$ cat src/source/netapp_macros.svh
`ifndef NETAPP_MACROS_SVH
`define NETAPP_MACROS_SVH

// --------------------
// stream widths
// --------------------
`define NETAPP_DATA_W 64
`define NETAPP_SESSION_W 16
`define NETAPP_PORT_W 16

// the server listens on ports 2880 up to and including 2887
`define NETAPP_PORT_FIRST 2880
`define NETAPP_PORT_END 2888

// --------------------
// buffer depths as address bits
// --------------------
`define NETAPP_RX_FIFO_ABITS 5
`define NETAPP_TX_FIFO_ABITS 4

`endif

$ cat src/source/netapp_pkg.sv
`default_nettype none

`include "netapp_macros.svh"

package netapp_pkg;

   // session number as carried on the rx and tx metadata streams
   typedef logic [`NETAPP_SESSION_W-1:0] session_t;

   // --------------------
   // network side beat
   // --------------------
   // full 8-byte beats only, so no keep field travels with the data
   typedef struct packed {
      logic                      last;
      logic [`NETAPP_DATA_W-1:0] data;
   } net_beat_t;

   // --------------------
   // transmit side beat
   // --------------------
   // every beat carries its session, only the first one of a packet is used
   typedef struct packed {
      logic                      last;
      session_t                  session;
      logic [`NETAPP_DATA_W-1:0] data;
   } tx_beat_t;

endpackage

`default_nettype wire

$ cat src/source/listen_port_opener.sv
`default_nettype none

`include "netapp_macros.svh"

// offers each server port of the fixed range once after reset
module listen_port_opener (
   input  logic                      clk,
   input  logic                      aresetn,
   input  logic                      listen_port_ready,
   output logic                      listen_port_valid,
   output logic [`NETAPP_PORT_W-1:0] listen_port_data
);

   logic [`NETAPP_PORT_W-1:0] next_port;
   logic                      ports_left;
   logic                      issue;

   assign ports_left = (next_port < `NETAPP_PORT_W'(`NETAPP_PORT_END));

   // ready only gates the start, the strobe itself never waits for it
   assign issue = ~listen_port_valid & listen_port_ready & ports_left;

   always_ff @(posedge clk) begin
      if (!aresetn) begin
         listen_port_valid <= 1'b0;
         next_port         <= `NETAPP_PORT_W'(`NETAPP_PORT_FIRST);
      end else begin
         listen_port_valid <= issue;
         if (issue) begin
            next_port <= next_port + 1'b1;
         end
      end
   end

   // port number register, only looked at while the strobe is high
   always_ff @(posedge clk) begin
      if (issue) begin
         listen_port_data <= next_port;
      end
   end

endmodule

`default_nettype wire

$ cat src/source/netapp_echo_top.sv
`default_nettype none

`include "netapp_macros.svh"

// echo server, each received packet goes back out on its own session
module netapp_echo_top (
   input  logic                      clk,
   input  logic                      aresetn,
   // --------------------
   // listen port requests
   // --------------------
   output logic                      listen_port_valid,
   input  logic                      listen_port_ready,
   output logic [`NETAPP_PORT_W-1:0] listen_port_data,
   // --------------------
   // receive side
   // --------------------
   input  logic                      rx_data_valid,
   output logic                      rx_data_ready,
   input  netapp_pkg::net_beat_t     rx_data,
   input  logic                      rx_meta_valid,
   output logic                      rx_meta_ready,
   input  netapp_pkg::session_t      rx_meta,
   // --------------------
   // transmit side
   // --------------------
   output logic                      tx_data_valid,
   input  logic                      tx_data_ready,
   output netapp_pkg::net_beat_t     tx_data,
   output logic                      tx_meta_valid,
   input  logic                      tx_meta_ready,
   output netapp_pkg::session_t      tx_meta
);

   // rx buffer output
   logic                  rxq_valid;
   logic                  rxq_ready;
   netapp_pkg::net_beat_t rxq_beat;

   // loopback between the tagger and the tx buffer
   logic                  tagged_valid;
   logic                  tagged_ready;
   netapp_pkg::tx_beat_t  tagged_beat;

   // tx buffer output
   logic                  txq_valid;
   logic                  txq_ready;
   netapp_pkg::tx_beat_t  txq_beat;

   listen_port_opener opener_i (
      .clk               (clk),
      .aresetn           (aresetn),
      .listen_port_ready (listen_port_ready),
      .listen_port_valid (listen_port_valid),
      .listen_port_data  (listen_port_data)
   );

   stream_fifo #(
      .payload_t (netapp_pkg::net_beat_t),
      .ADDR_BITS (`NETAPP_RX_FIFO_ABITS)
   ) rx_fifo_i (
      .clk       (clk),
      .aresetn   (aresetn),
      .in_valid  (rx_data_valid),
      .in_ready  (rx_data_ready),
      .in_data   (rx_data),
      .out_valid (rxq_valid),
      .out_ready (rxq_ready),
      .out_data  (rxq_beat)
   );

   rx_session_tagger tagger_i (
      .clk           (clk),
      .aresetn       (aresetn),
      .rx_meta_valid (rx_meta_valid),
      .rx_meta_ready (rx_meta_ready),
      .rx_meta       (rx_meta),
      .in_valid      (rxq_valid),
      .in_ready      (rxq_ready),
      .in_beat       (rxq_beat),
      .out_valid     (tagged_valid),
      .out_ready     (tagged_ready),
      .out_beat      (tagged_beat)
   );

   stream_fifo #(
      .payload_t (netapp_pkg::tx_beat_t),
      .ADDR_BITS (`NETAPP_TX_FIFO_ABITS)
   ) tx_fifo_i (
      .clk       (clk),
      .aresetn   (aresetn),
      .in_valid  (tagged_valid),
      .in_ready  (tagged_ready),
      .in_data   (tagged_beat),
      .out_valid (txq_valid),
      .out_ready (txq_ready),
      .out_data  (txq_beat)
   );

   tx_splitter splitter_i (
      .clk           (clk),
      .aresetn       (aresetn),
      .in_valid      (txq_valid),
      .in_ready      (txq_ready),
      .in_beat       (txq_beat),
      .tx_data_valid (tx_data_valid),
      .tx_data_ready (tx_data_ready),
      .tx_data       (tx_data),
      .tx_meta_valid (tx_meta_valid),
      .tx_meta_ready (tx_meta_ready),
      .tx_meta       (tx_meta)
   );

endmodule

`default_nettype wire

$ cat src/source/rx_session_tagger.sv
`default_nettype none

// attaches the session of each received packet to all of its beats
module rx_session_tagger (
   input  logic                 clk,
   input  logic                 aresetn,
   // --------------------
   // receive metadata, one word per packet
   // --------------------
   input  logic                 rx_meta_valid,
   output logic                 rx_meta_ready,
   input  netapp_pkg::session_t rx_meta,
   // --------------------
   // buffered receive beats
   // --------------------
   input  logic                 in_valid,
   output logic                 in_ready,
   input  netapp_pkg::net_beat_t in_beat,
   // --------------------
   // tagged beats towards the tx buffer
   // --------------------
   output logic                 out_valid,
   input  logic                 out_ready,
   output netapp_pkg::tx_beat_t out_beat
);

   logic                 held;
   netapp_pkg::session_t session;
   logic                 meta_take;
   logic                 beat_take;

   // a new session is only taken between packets
   assign rx_meta_ready = ~held;
   assign meta_take     = rx_meta_valid & rx_meta_ready;

   // beats wait here until their packet's session has arrived
   assign out_valid = in_valid & held;
   assign in_ready  = out_ready & held;
   assign beat_take = in_valid & in_ready;

   assign out_beat.last    = in_beat.last;
   assign out_beat.session = session;
   assign out_beat.data    = in_beat.data;

   always_ff @(posedge clk) begin
      if (!aresetn) begin
         held <= 1'b0;
      end else if (meta_take) begin
         held <= 1'b1;
      end else if (beat_take && in_beat.last) begin
         held <= 1'b0;
      end
   end

   always_ff @(posedge clk) begin
      if (meta_take) begin
         session <= rx_meta;
      end
   end

endmodule

`default_nettype wire

$ cat src/source/stream_fifo.sv
`default_nettype none

// circular buffer with a fall-through head
module stream_fifo #(
   parameter type payload_t = logic,
   parameter int  ADDR_BITS = 4
) (
   input  logic     clk,
   input  logic     aresetn,
   input  logic     in_valid,
   output logic     in_ready,
   input  payload_t in_data,
   output logic     out_valid,
   input  logic     out_ready,
   output payload_t out_data
);

   localparam int DEPTH = 1 << ADDR_BITS;

   payload_t mem [DEPTH];

   logic [ADDR_BITS-1:0] wr_ptr;
   logic [ADDR_BITS-1:0] rd_ptr;
   logic [ADDR_BITS:0]   count;
   logic                 push;
   logic                 pop;

   // the count tops out at DEPTH, so its upper bit is the full flag
   assign in_ready  = ~count[ADDR_BITS];
   assign out_valid = (count != '0);
   assign out_data  = mem[rd_ptr];

   assign push = in_valid & in_ready;
   assign pop  = out_valid & out_ready;

   always_ff @(posedge clk) begin
      if (push) begin
         mem[wr_ptr] <= in_data;
      end
   end

   always_ff @(posedge clk) begin
      if (!aresetn) begin
         wr_ptr <= '0;
         rd_ptr <= '0;
         count  <= '0;
      end else begin
         if (push) begin
            wr_ptr <= wr_ptr + 1'b1;
         end
         if (pop) begin
            rd_ptr <= rd_ptr + 1'b1;
         end
         // a push and a pop in one cycle leave the count as it is
         case ({push, pop})
            2'b10:   count <= count + 1'b1;
            2'b01:   count <= count - 1'b1;
            default: count <= count;
         endcase
      end
   end

endmodule

`default_nettype wire

$ cat src/source/tx_splitter.sv
`default_nettype none

// turns the tagged transmit stream into data beats and one metadata word per packet
module tx_splitter (
   input  logic                  clk,
   input  logic                  aresetn,
   input  logic                  in_valid,
   output logic                  in_ready,
   input  netapp_pkg::tx_beat_t  in_beat,
   output logic                  tx_data_valid,
   input  logic                  tx_data_ready,
   output netapp_pkg::net_beat_t tx_data,
   output logic                  tx_meta_valid,
   input  logic                  tx_meta_ready,
   output netapp_pkg::session_t  tx_meta
);

   logic first;
   logic meta_ok;
   logic take;

   // the first beat of a packet only moves once the metadata side can take a word
   assign meta_ok = ~first | tx_meta_ready;

   assign tx_data_valid = in_valid & meta_ok;
   assign in_ready      = tx_data_ready & meta_ok;
   assign take          = in_valid & in_ready;

   // the session is dropped from the outgoing beats
   assign tx_data.last = in_beat.last;
   assign tx_data.data = in_beat.data;

   always_ff @(posedge clk) begin
      if (!aresetn) begin
         first         <= 1'b1;
         tx_meta_valid <= 1'b0;
      end else begin
         if (tx_meta_valid && tx_meta_ready) begin
            tx_meta_valid <= 1'b0;
         end
         // a new word overrides the clear above, the old one left on this same edge
         if (take && first) begin
            tx_meta_valid <= 1'b1;
            first         <= 1'b0;
         end
         // single beat packets go back to first here as well
         if (take && in_beat.last) begin
            first <= 1'b1;
         end
      end
   end

   always_ff @(posedge clk) begin
      if (take && first) begin
         tx_meta <= in_beat.session;
      end
   end

endmodule

`default_nettype wire
$ cat config.mk
export PLATFORM = sky130hd
export DESIGN_NAME = netapp_echo_top
export DESIGN_NICKNAME = d
export VERILOG_FILES = /design/src/source/netapp_pkg.sv /design/src/source/listen_port_opener.sv /design/src/source/netapp_echo_top.sv /design/src/source/rx_session_tagger.sv /design/src/source/stream_fifo.sv /design/src/source/tx_splitter.sv
export VERILOG_INCLUDE_DIRS = /design/src /design/src/source
export SDC_FILE = /design/constraint.sdc
export NUM_CORES = 2
export LEC_CHECK = 0
export BUFFER_PORTS_ARGS = -buffer_cell sky130_fd_sc_hd__buf_4
export CAP_MARGIN = 20
export CORE_MARGIN = 1.5
export CORE_UTILIZATION = 50
export CTS_CLUSTER_DIAMETER = 80
export DETAILED_ROUTE_END_ITERATION = 16
export GPL_ROUTABILITY_DRIVEN = 0
export HOLD_SLACK_MARGIN = 0.05
export PLACE_DENSITY = 0.74
export SLEW_MARGIN = 10
export SYNTH_ARGS = -nofsm -noshare
export SYNTH_HDL_FRONTEND = slang
export SYNTH_SLANG_ARGS = --single-unit
$ cat constraint.sdc
create_clock -name clk -period 8.3 [get_ports clk]
set_clock_uncertainty 0.15 [all_clocks]
set_input_delay 1.245 -clock clk [delete_from_list [all_inputs] [get_ports clk]]
set_output_delay 1.245 -clock clk [all_outputs]
set_load 0.02 [all_outputs]
# After elaboration in Yosys (flattened, before gate mapping)
# Memory sizes are Yosys's and may differ from the RTL's. A register that Yosys moved wholly into a read port is not among the register bits.
# Index checks and enable logic that the tools add are counted.
# word_totals
reg_bits	97
ramBits	3376
input_bits	88
output_inout_bits	102
elab_cells	73
memories	2
# op_classes
add_sub_neg	9
magnitude_cmp	1
eq_ne	4
mux	14
bitwise	18
reduce_logical	11
# mem_list
memory	depth	word_bits	rd	rd_ports_with_merged_regs	write_ports	line	text
rx_fifo_i.mem	32	65	1	1	1	stream_fifo.sv:20	payload_t mem [DEPTH];
tx_fifo_i.mem	16	81	1	1	1	stream_fifo.sv:20	
# op_table
operator	count
16-bit by 1-bit adder with 16-bit output, second input constant	1
16-bit by 12-bit less-than comparator with 1-bit output, second input constant	1
5-bit by 1-bit adder with 5-bit output, second input constant	3
6-bit one-hot mux with 2 select lines	1
1-bit bitwise AND	11
5-bit two-way mux	2
5-bit one-hot mux with 2 select lines	1
4-bit by 1-bit adder with 4-bit output, second input constant	2
1-bit two-way mux	8
4-bit two-way mux	2
2-bit nonzero test	4
6-bit by 1-bit adder with 6-bit output, second input constant	1
1-bit NOT	6
6-bit nonzero test	1
6-bit by 1-bit subtractor with 6-bit output, second input constant	1
5-bit nonzero test	1
5-bit by 1-bit subtractor with 5-bit output, second input constant	1
2-bit by 1-bit equality test with 1-bit output, second input constant	2
2-bit equality test, second input constant	2
1-bit logical AND	4
2-bit OR reduction	1
1-bit bitwise OR	1

# Logic depth before layout (Yosys ltp)
# depth
word_depth	6
ltp_mapped	16
ltp_nobuf	13

# By module
# From an unflattened synthesis, not the netlist that was laid out.
# unflattened
cells_unflattened	5541
area_unflattened_um2	131633.7
# modules_own_cells
module	instances	cells_per_inst	area_each_um2	seq_area_each_um2
stream_fifo (rx_fifo_i)	1	3355	78824.3	62880.3
stream_fifo (tx_fifo_i)	1	1907	49502.5	39257.7
listen_port_opener	1	98	1201.2	820.8
tx_splitter	1	93	1077.3	520.5
rx_session_tagger	1	88	1028.5	500.5

# Worst setup path before layout
# OpenSTA, ideal clock, no wires.
# synth_timing
path_type	input -> register
start	input port rx_data_valid
end	memory rx_fifo_i.mem[23][0] (netlist name) (enable)
setup_time_ps	582
arrival_ps	6614
t_required_ps	7568
path_slack_ps	954
cell_stages	4
n_path_buf	1
cell_sequence	nor2b_1 > clkbuf_1 > nand3_1 > nor3b_1
# synth_via
elab_chain_cells	3
# synth_lines
element	line	text
start: declaration	netapp_echo_top.sv:18	input logic rx_data_valid,
1-bit bitwise AND	stream_fifo.sv:33	assign push = in_valid & in_ready;
1-bit two-way mux	stream_fifo.sv:37	if (push) begin
1-bit two-way mux (not written as such)	stream_fifo.sv:38	mem[wr_ptr] <= in_data;
end: declaration	stream_fifo.sv:20	
# No other way between the ends.

==> impl_metrics.csv <==
group,metric,value,unit
clocking,cts_htree_levels,5,
yosys,synthMuxAreaShare,18.5,%
sta,tns,0,ps
power,power_leakage,44.6,nW
critical_path,reg2reg_slack,3930,ps
clocking,clock_path_buffers,4,
hold_path,min_path_type,"reg2reg",
clocking,cts.reportedPaths.clkPinSlew,60,ps
final_layout,multi_input_area,26700,sq um
clocking,clkLatencyLatePin,1010,ps
critical_path,cp_common_cell,"mux4_2",
job,maxCapViolCount,0,
die,io_pins,190,
detailed_routing,ant_nets,0,
die,rows,188,
yosys,ys.flop_type,"edfxtp_1",
clocking,clk_root_buffer_cell,"clkbuf_16",
yosys,yosys.area_share.simple,0.807,%
clocking,cts_tree,"done",
critical_path,required,6900,ps
critical_path,critPathTopFamily,"multiplexers",
critical_path,worstSetupPathType,"reg2out",
grt,antenna_found_initial,33,
yosys,syn-cell-area,132000,sq um
clocking,numCtsBuffers,345,
yosys,syn_inst,5252,
final_layout,nets,5688,
hold_path,min_from,"opener_i.next_port[13]",
die,dieHeight,517,microns
critical_path,cp.depth,4,
yosys,yosys.area_share.adder,0.161,%
yosys,synthArstFlopShare,0,%
power,seq_power_share,49.8,%
yosys,synth_compound_gate_area_share,0.277,%
die,dieArea,267000,sq um
yosys,ys_ff_latch,3482,
sta,rsz0062_at_grt,"false",
grt,gr-total-overflow,0,
yosys,yosysTopAreaCellShare,77.9,%
critical_path,cp-end-kind,"output pin",
detailed_routing,drtIter0Drc,7908,
sta,finalCriticalPeriod,5410,ps
critical_path,crit_chain,"buf_12, mux4_2, mux4_2, buf_4",
clocking,cts_hold_buf,0,
power,p_int,31.4,mW
yosys,yosys_warnings,0,
grt,grt_max_degree,149,
yosys,synth_edf_count,3424,
die,die_w,517,microns
sta,finalSetupViolations,0,
power,ir_worst_vdd,0.267,mV
yosys,synth_commonest_cells,"edfxtp_1, mux4_2, clkbuf_1",
place,dp_slack,3850,ps
clocking,ctsResizeCount,0,
place,dp_hpwl,154000,microns
critical_path,r2r-end,"tx_fifo_i.mem[1][59]",
yosys,syn_avg_cell_area,25.1,sq um
grt,grt_pass1_vias,61300,
detailed_routing,routed_wl,312000,microns
sta,hold_viol_final,0,
critical_path,r2r_cells,5,
yosys,synth-xor-area-share,0.212,%
sta,setup_ws,2890,ps
place,port_buffers,189,
critical_path,critPathBufInv,2,
power,pwr_density_cell,276,nW/um^2
final_layout,syn2layout_area_growth,12.5,%
yosys,synthTopCellsByArea,"edfxtp_1, mux4_2, dfxtp_1",
power,power_switching,9.55,mW
detailed_routing,drt_first_pass_iters,7,
power,p_clk_share,36.8,%
critical_path,cp_data_arrival_time,4020,ps
grt,track_usage,23.5,%
run_status,status,"complete, no violations",
grt,grt_pass1_wl,444000,microns
yosys,syn_nets,5357,
detailed_routing,vias,59600,
critical_path,cp-start-kind,"flip-flop",
critical_path,crit_slowest_cell,"dfxtp_4",
sta,tightest_slew,1110,ps
critical_path,cp_max_fo,148,
critical_path,slowest_delay,900,ps
detailed_routing,routedWlPerCell,33.3,microns
sta,finalCritPeriodShare,65.2,%
die,initial_core_util,50.3,%
hold_path,whs_path_depth,0,
yosys,synth.largest_area_cell,"edfxtp_1",
power,switching_share,23.3,%
detailed_routing,drc,0,
final_layout,register_area,104000,sq um
sta,fmax,185,MHz
yosys,yosysMostFrequentCell,"edfxtp_1",
hold_path,worstHoldEndpoint,"opener_i.listen_port_data[13]",
yosys,ys_types,52,
final_layout,nFillCells,18200,
final_layout,drive_gt1_share,33.5,%
clocking,clock_sinks,3482,
yosys,synth_top_family_by_area,"multiplexers",
die,coreArea,263000,sq um
clocking,cts_setup_buffers,0,
sta,drv_slew,0,
power,combPwrFrac,13.3,%
yosys,ys_seq_area_share,78.7,%
detailed_routing,vias_per_cell,6.36,
sta,relSlewSlack,25.8,%
## power by group through the flow
| stage | Combinational (mW) | Sequential, mW | Clock (mW) |
|---|---|---|---|
| detailed placement | 5.44 | 20.8 | 0 |
| CTS | 5.50 | 20.4 | 15.3 |
| finish | 5.45 | 20.4 | 15.1 |
| global placement | 5.33 | 20.7 | 0 |
| floorplan | 4.03 | 20.7 | 0 |
| global route | 5.80 | 20.4 | 15.9 |
## through the flow
step	utilization [%]	hold slack, ps	std cells	power [mW]	cell area, sq um
final	56.6	297	9370	40.9	149000
after detailed placement	52.4	281	8750	26.2	138000
after global routing	56.6	259	9366	42.1	149000
after global placement	52.4	276	8749	26.1	138000
after CTS	56.6	231	9358	41.2	149000
after floorplan	-	263	5252	24.7	132000
## worst max path at each step
stage / slack, ps / endpoint
final: 2890 / tx_data[32]
after global placement: 3860 / tx_data[18]
after floorplan: 950 / rx_fifo_i.mem[23][0]
after detailed placement: 3850 / tx_data[18]
after CTS: 2790 / tx_data[18]
after global routing: 2700 / tx_data[18]
## cells in the final DEF (no fill, tap or decap), types with 6 or more instances in the layout
master      count
a21oi_1        13
and2_1         36
and2_4         12
and3_1          7
buf_12         15
buf_4         298
bufinv_16      29
clkbuf_1       66
clkbuf_16     352
clkinv_1       69
clkinv_2       63
clkinvlp_4      9
dfxtp_1        49
dfxtp_4         9
diode_2        11
edfxtp_1     3424
ha_1           17
inv_1          12
inv_6           7
mux2_2         64
mux2i_1        18
mux4_2       1045
nand2_1        28
nand3_1         6
nand4_1        16
nor2_1         12
nor2_4         30
nor2b_1        19
o21ai_0         6
xnor2_1        19
xor2_1         13
## per-layer routing
metal / GRT usage [%] / part of all wire, % / wire length (microns)
met5: 0 / 0.042 / 130
met4: 6.24 / 2.5 / 7900
met3: 4.95 / 9.8 / 30600
met2: 39.3 / 50 / 157000
met1: 31.4 / 37 / 116000
## logic make-up (layout without fill, tap and decap cells)
group,after synthesis,count (layout)
other,0,11
adder cells (fa/ha/maj),17,17
multiplexers,1127,1127
AO/OA/AOI/OAI,54,54
buffers and inverters,344,936
flip-flops,3482,3482
XOR/XNOR,32,32
AND/OR/NAND/NOR,196,196
## layout make-up
cell class                      instances  share of cell area [%]
Sequential cell                      3482                    70.0
Multi-Input combinational cell       1426                    17.9
Clock buffer                          420                    6.12
Tap cell                             3515                    2.96
Timing Repair Buffer                  315                    1.73
Clock inverter                        188                    1.17
Inverter                               13                  0.0329
Antenna cell                           11                  0.0185
## flip-flops by register name (all words and copies together) (netlist names), named ones only
register,count
tagger_i.session,16
opener_i.next_port,16
splitter_i.first,1
rx_fifo_i.count,6
opener_i.listen_port_valid,1
rx_fifo_i.wr_ptr,5
rx_fifo_i.rd_ptr,5
splitter_i.tx_meta_valid,1
tx_fifo_i.count,5
tx_fifo_i.rd_ptr,4
tx_fifo_i.wr_ptr,4
rx_fifo_i.mem,2080
splitter_i.tx_meta,16
tagger_i.held,1
tx_fifo_i.mem,1296
opener_i.listen_port_data,16
No activity file was read; power rests on OpenSTA's default activity.
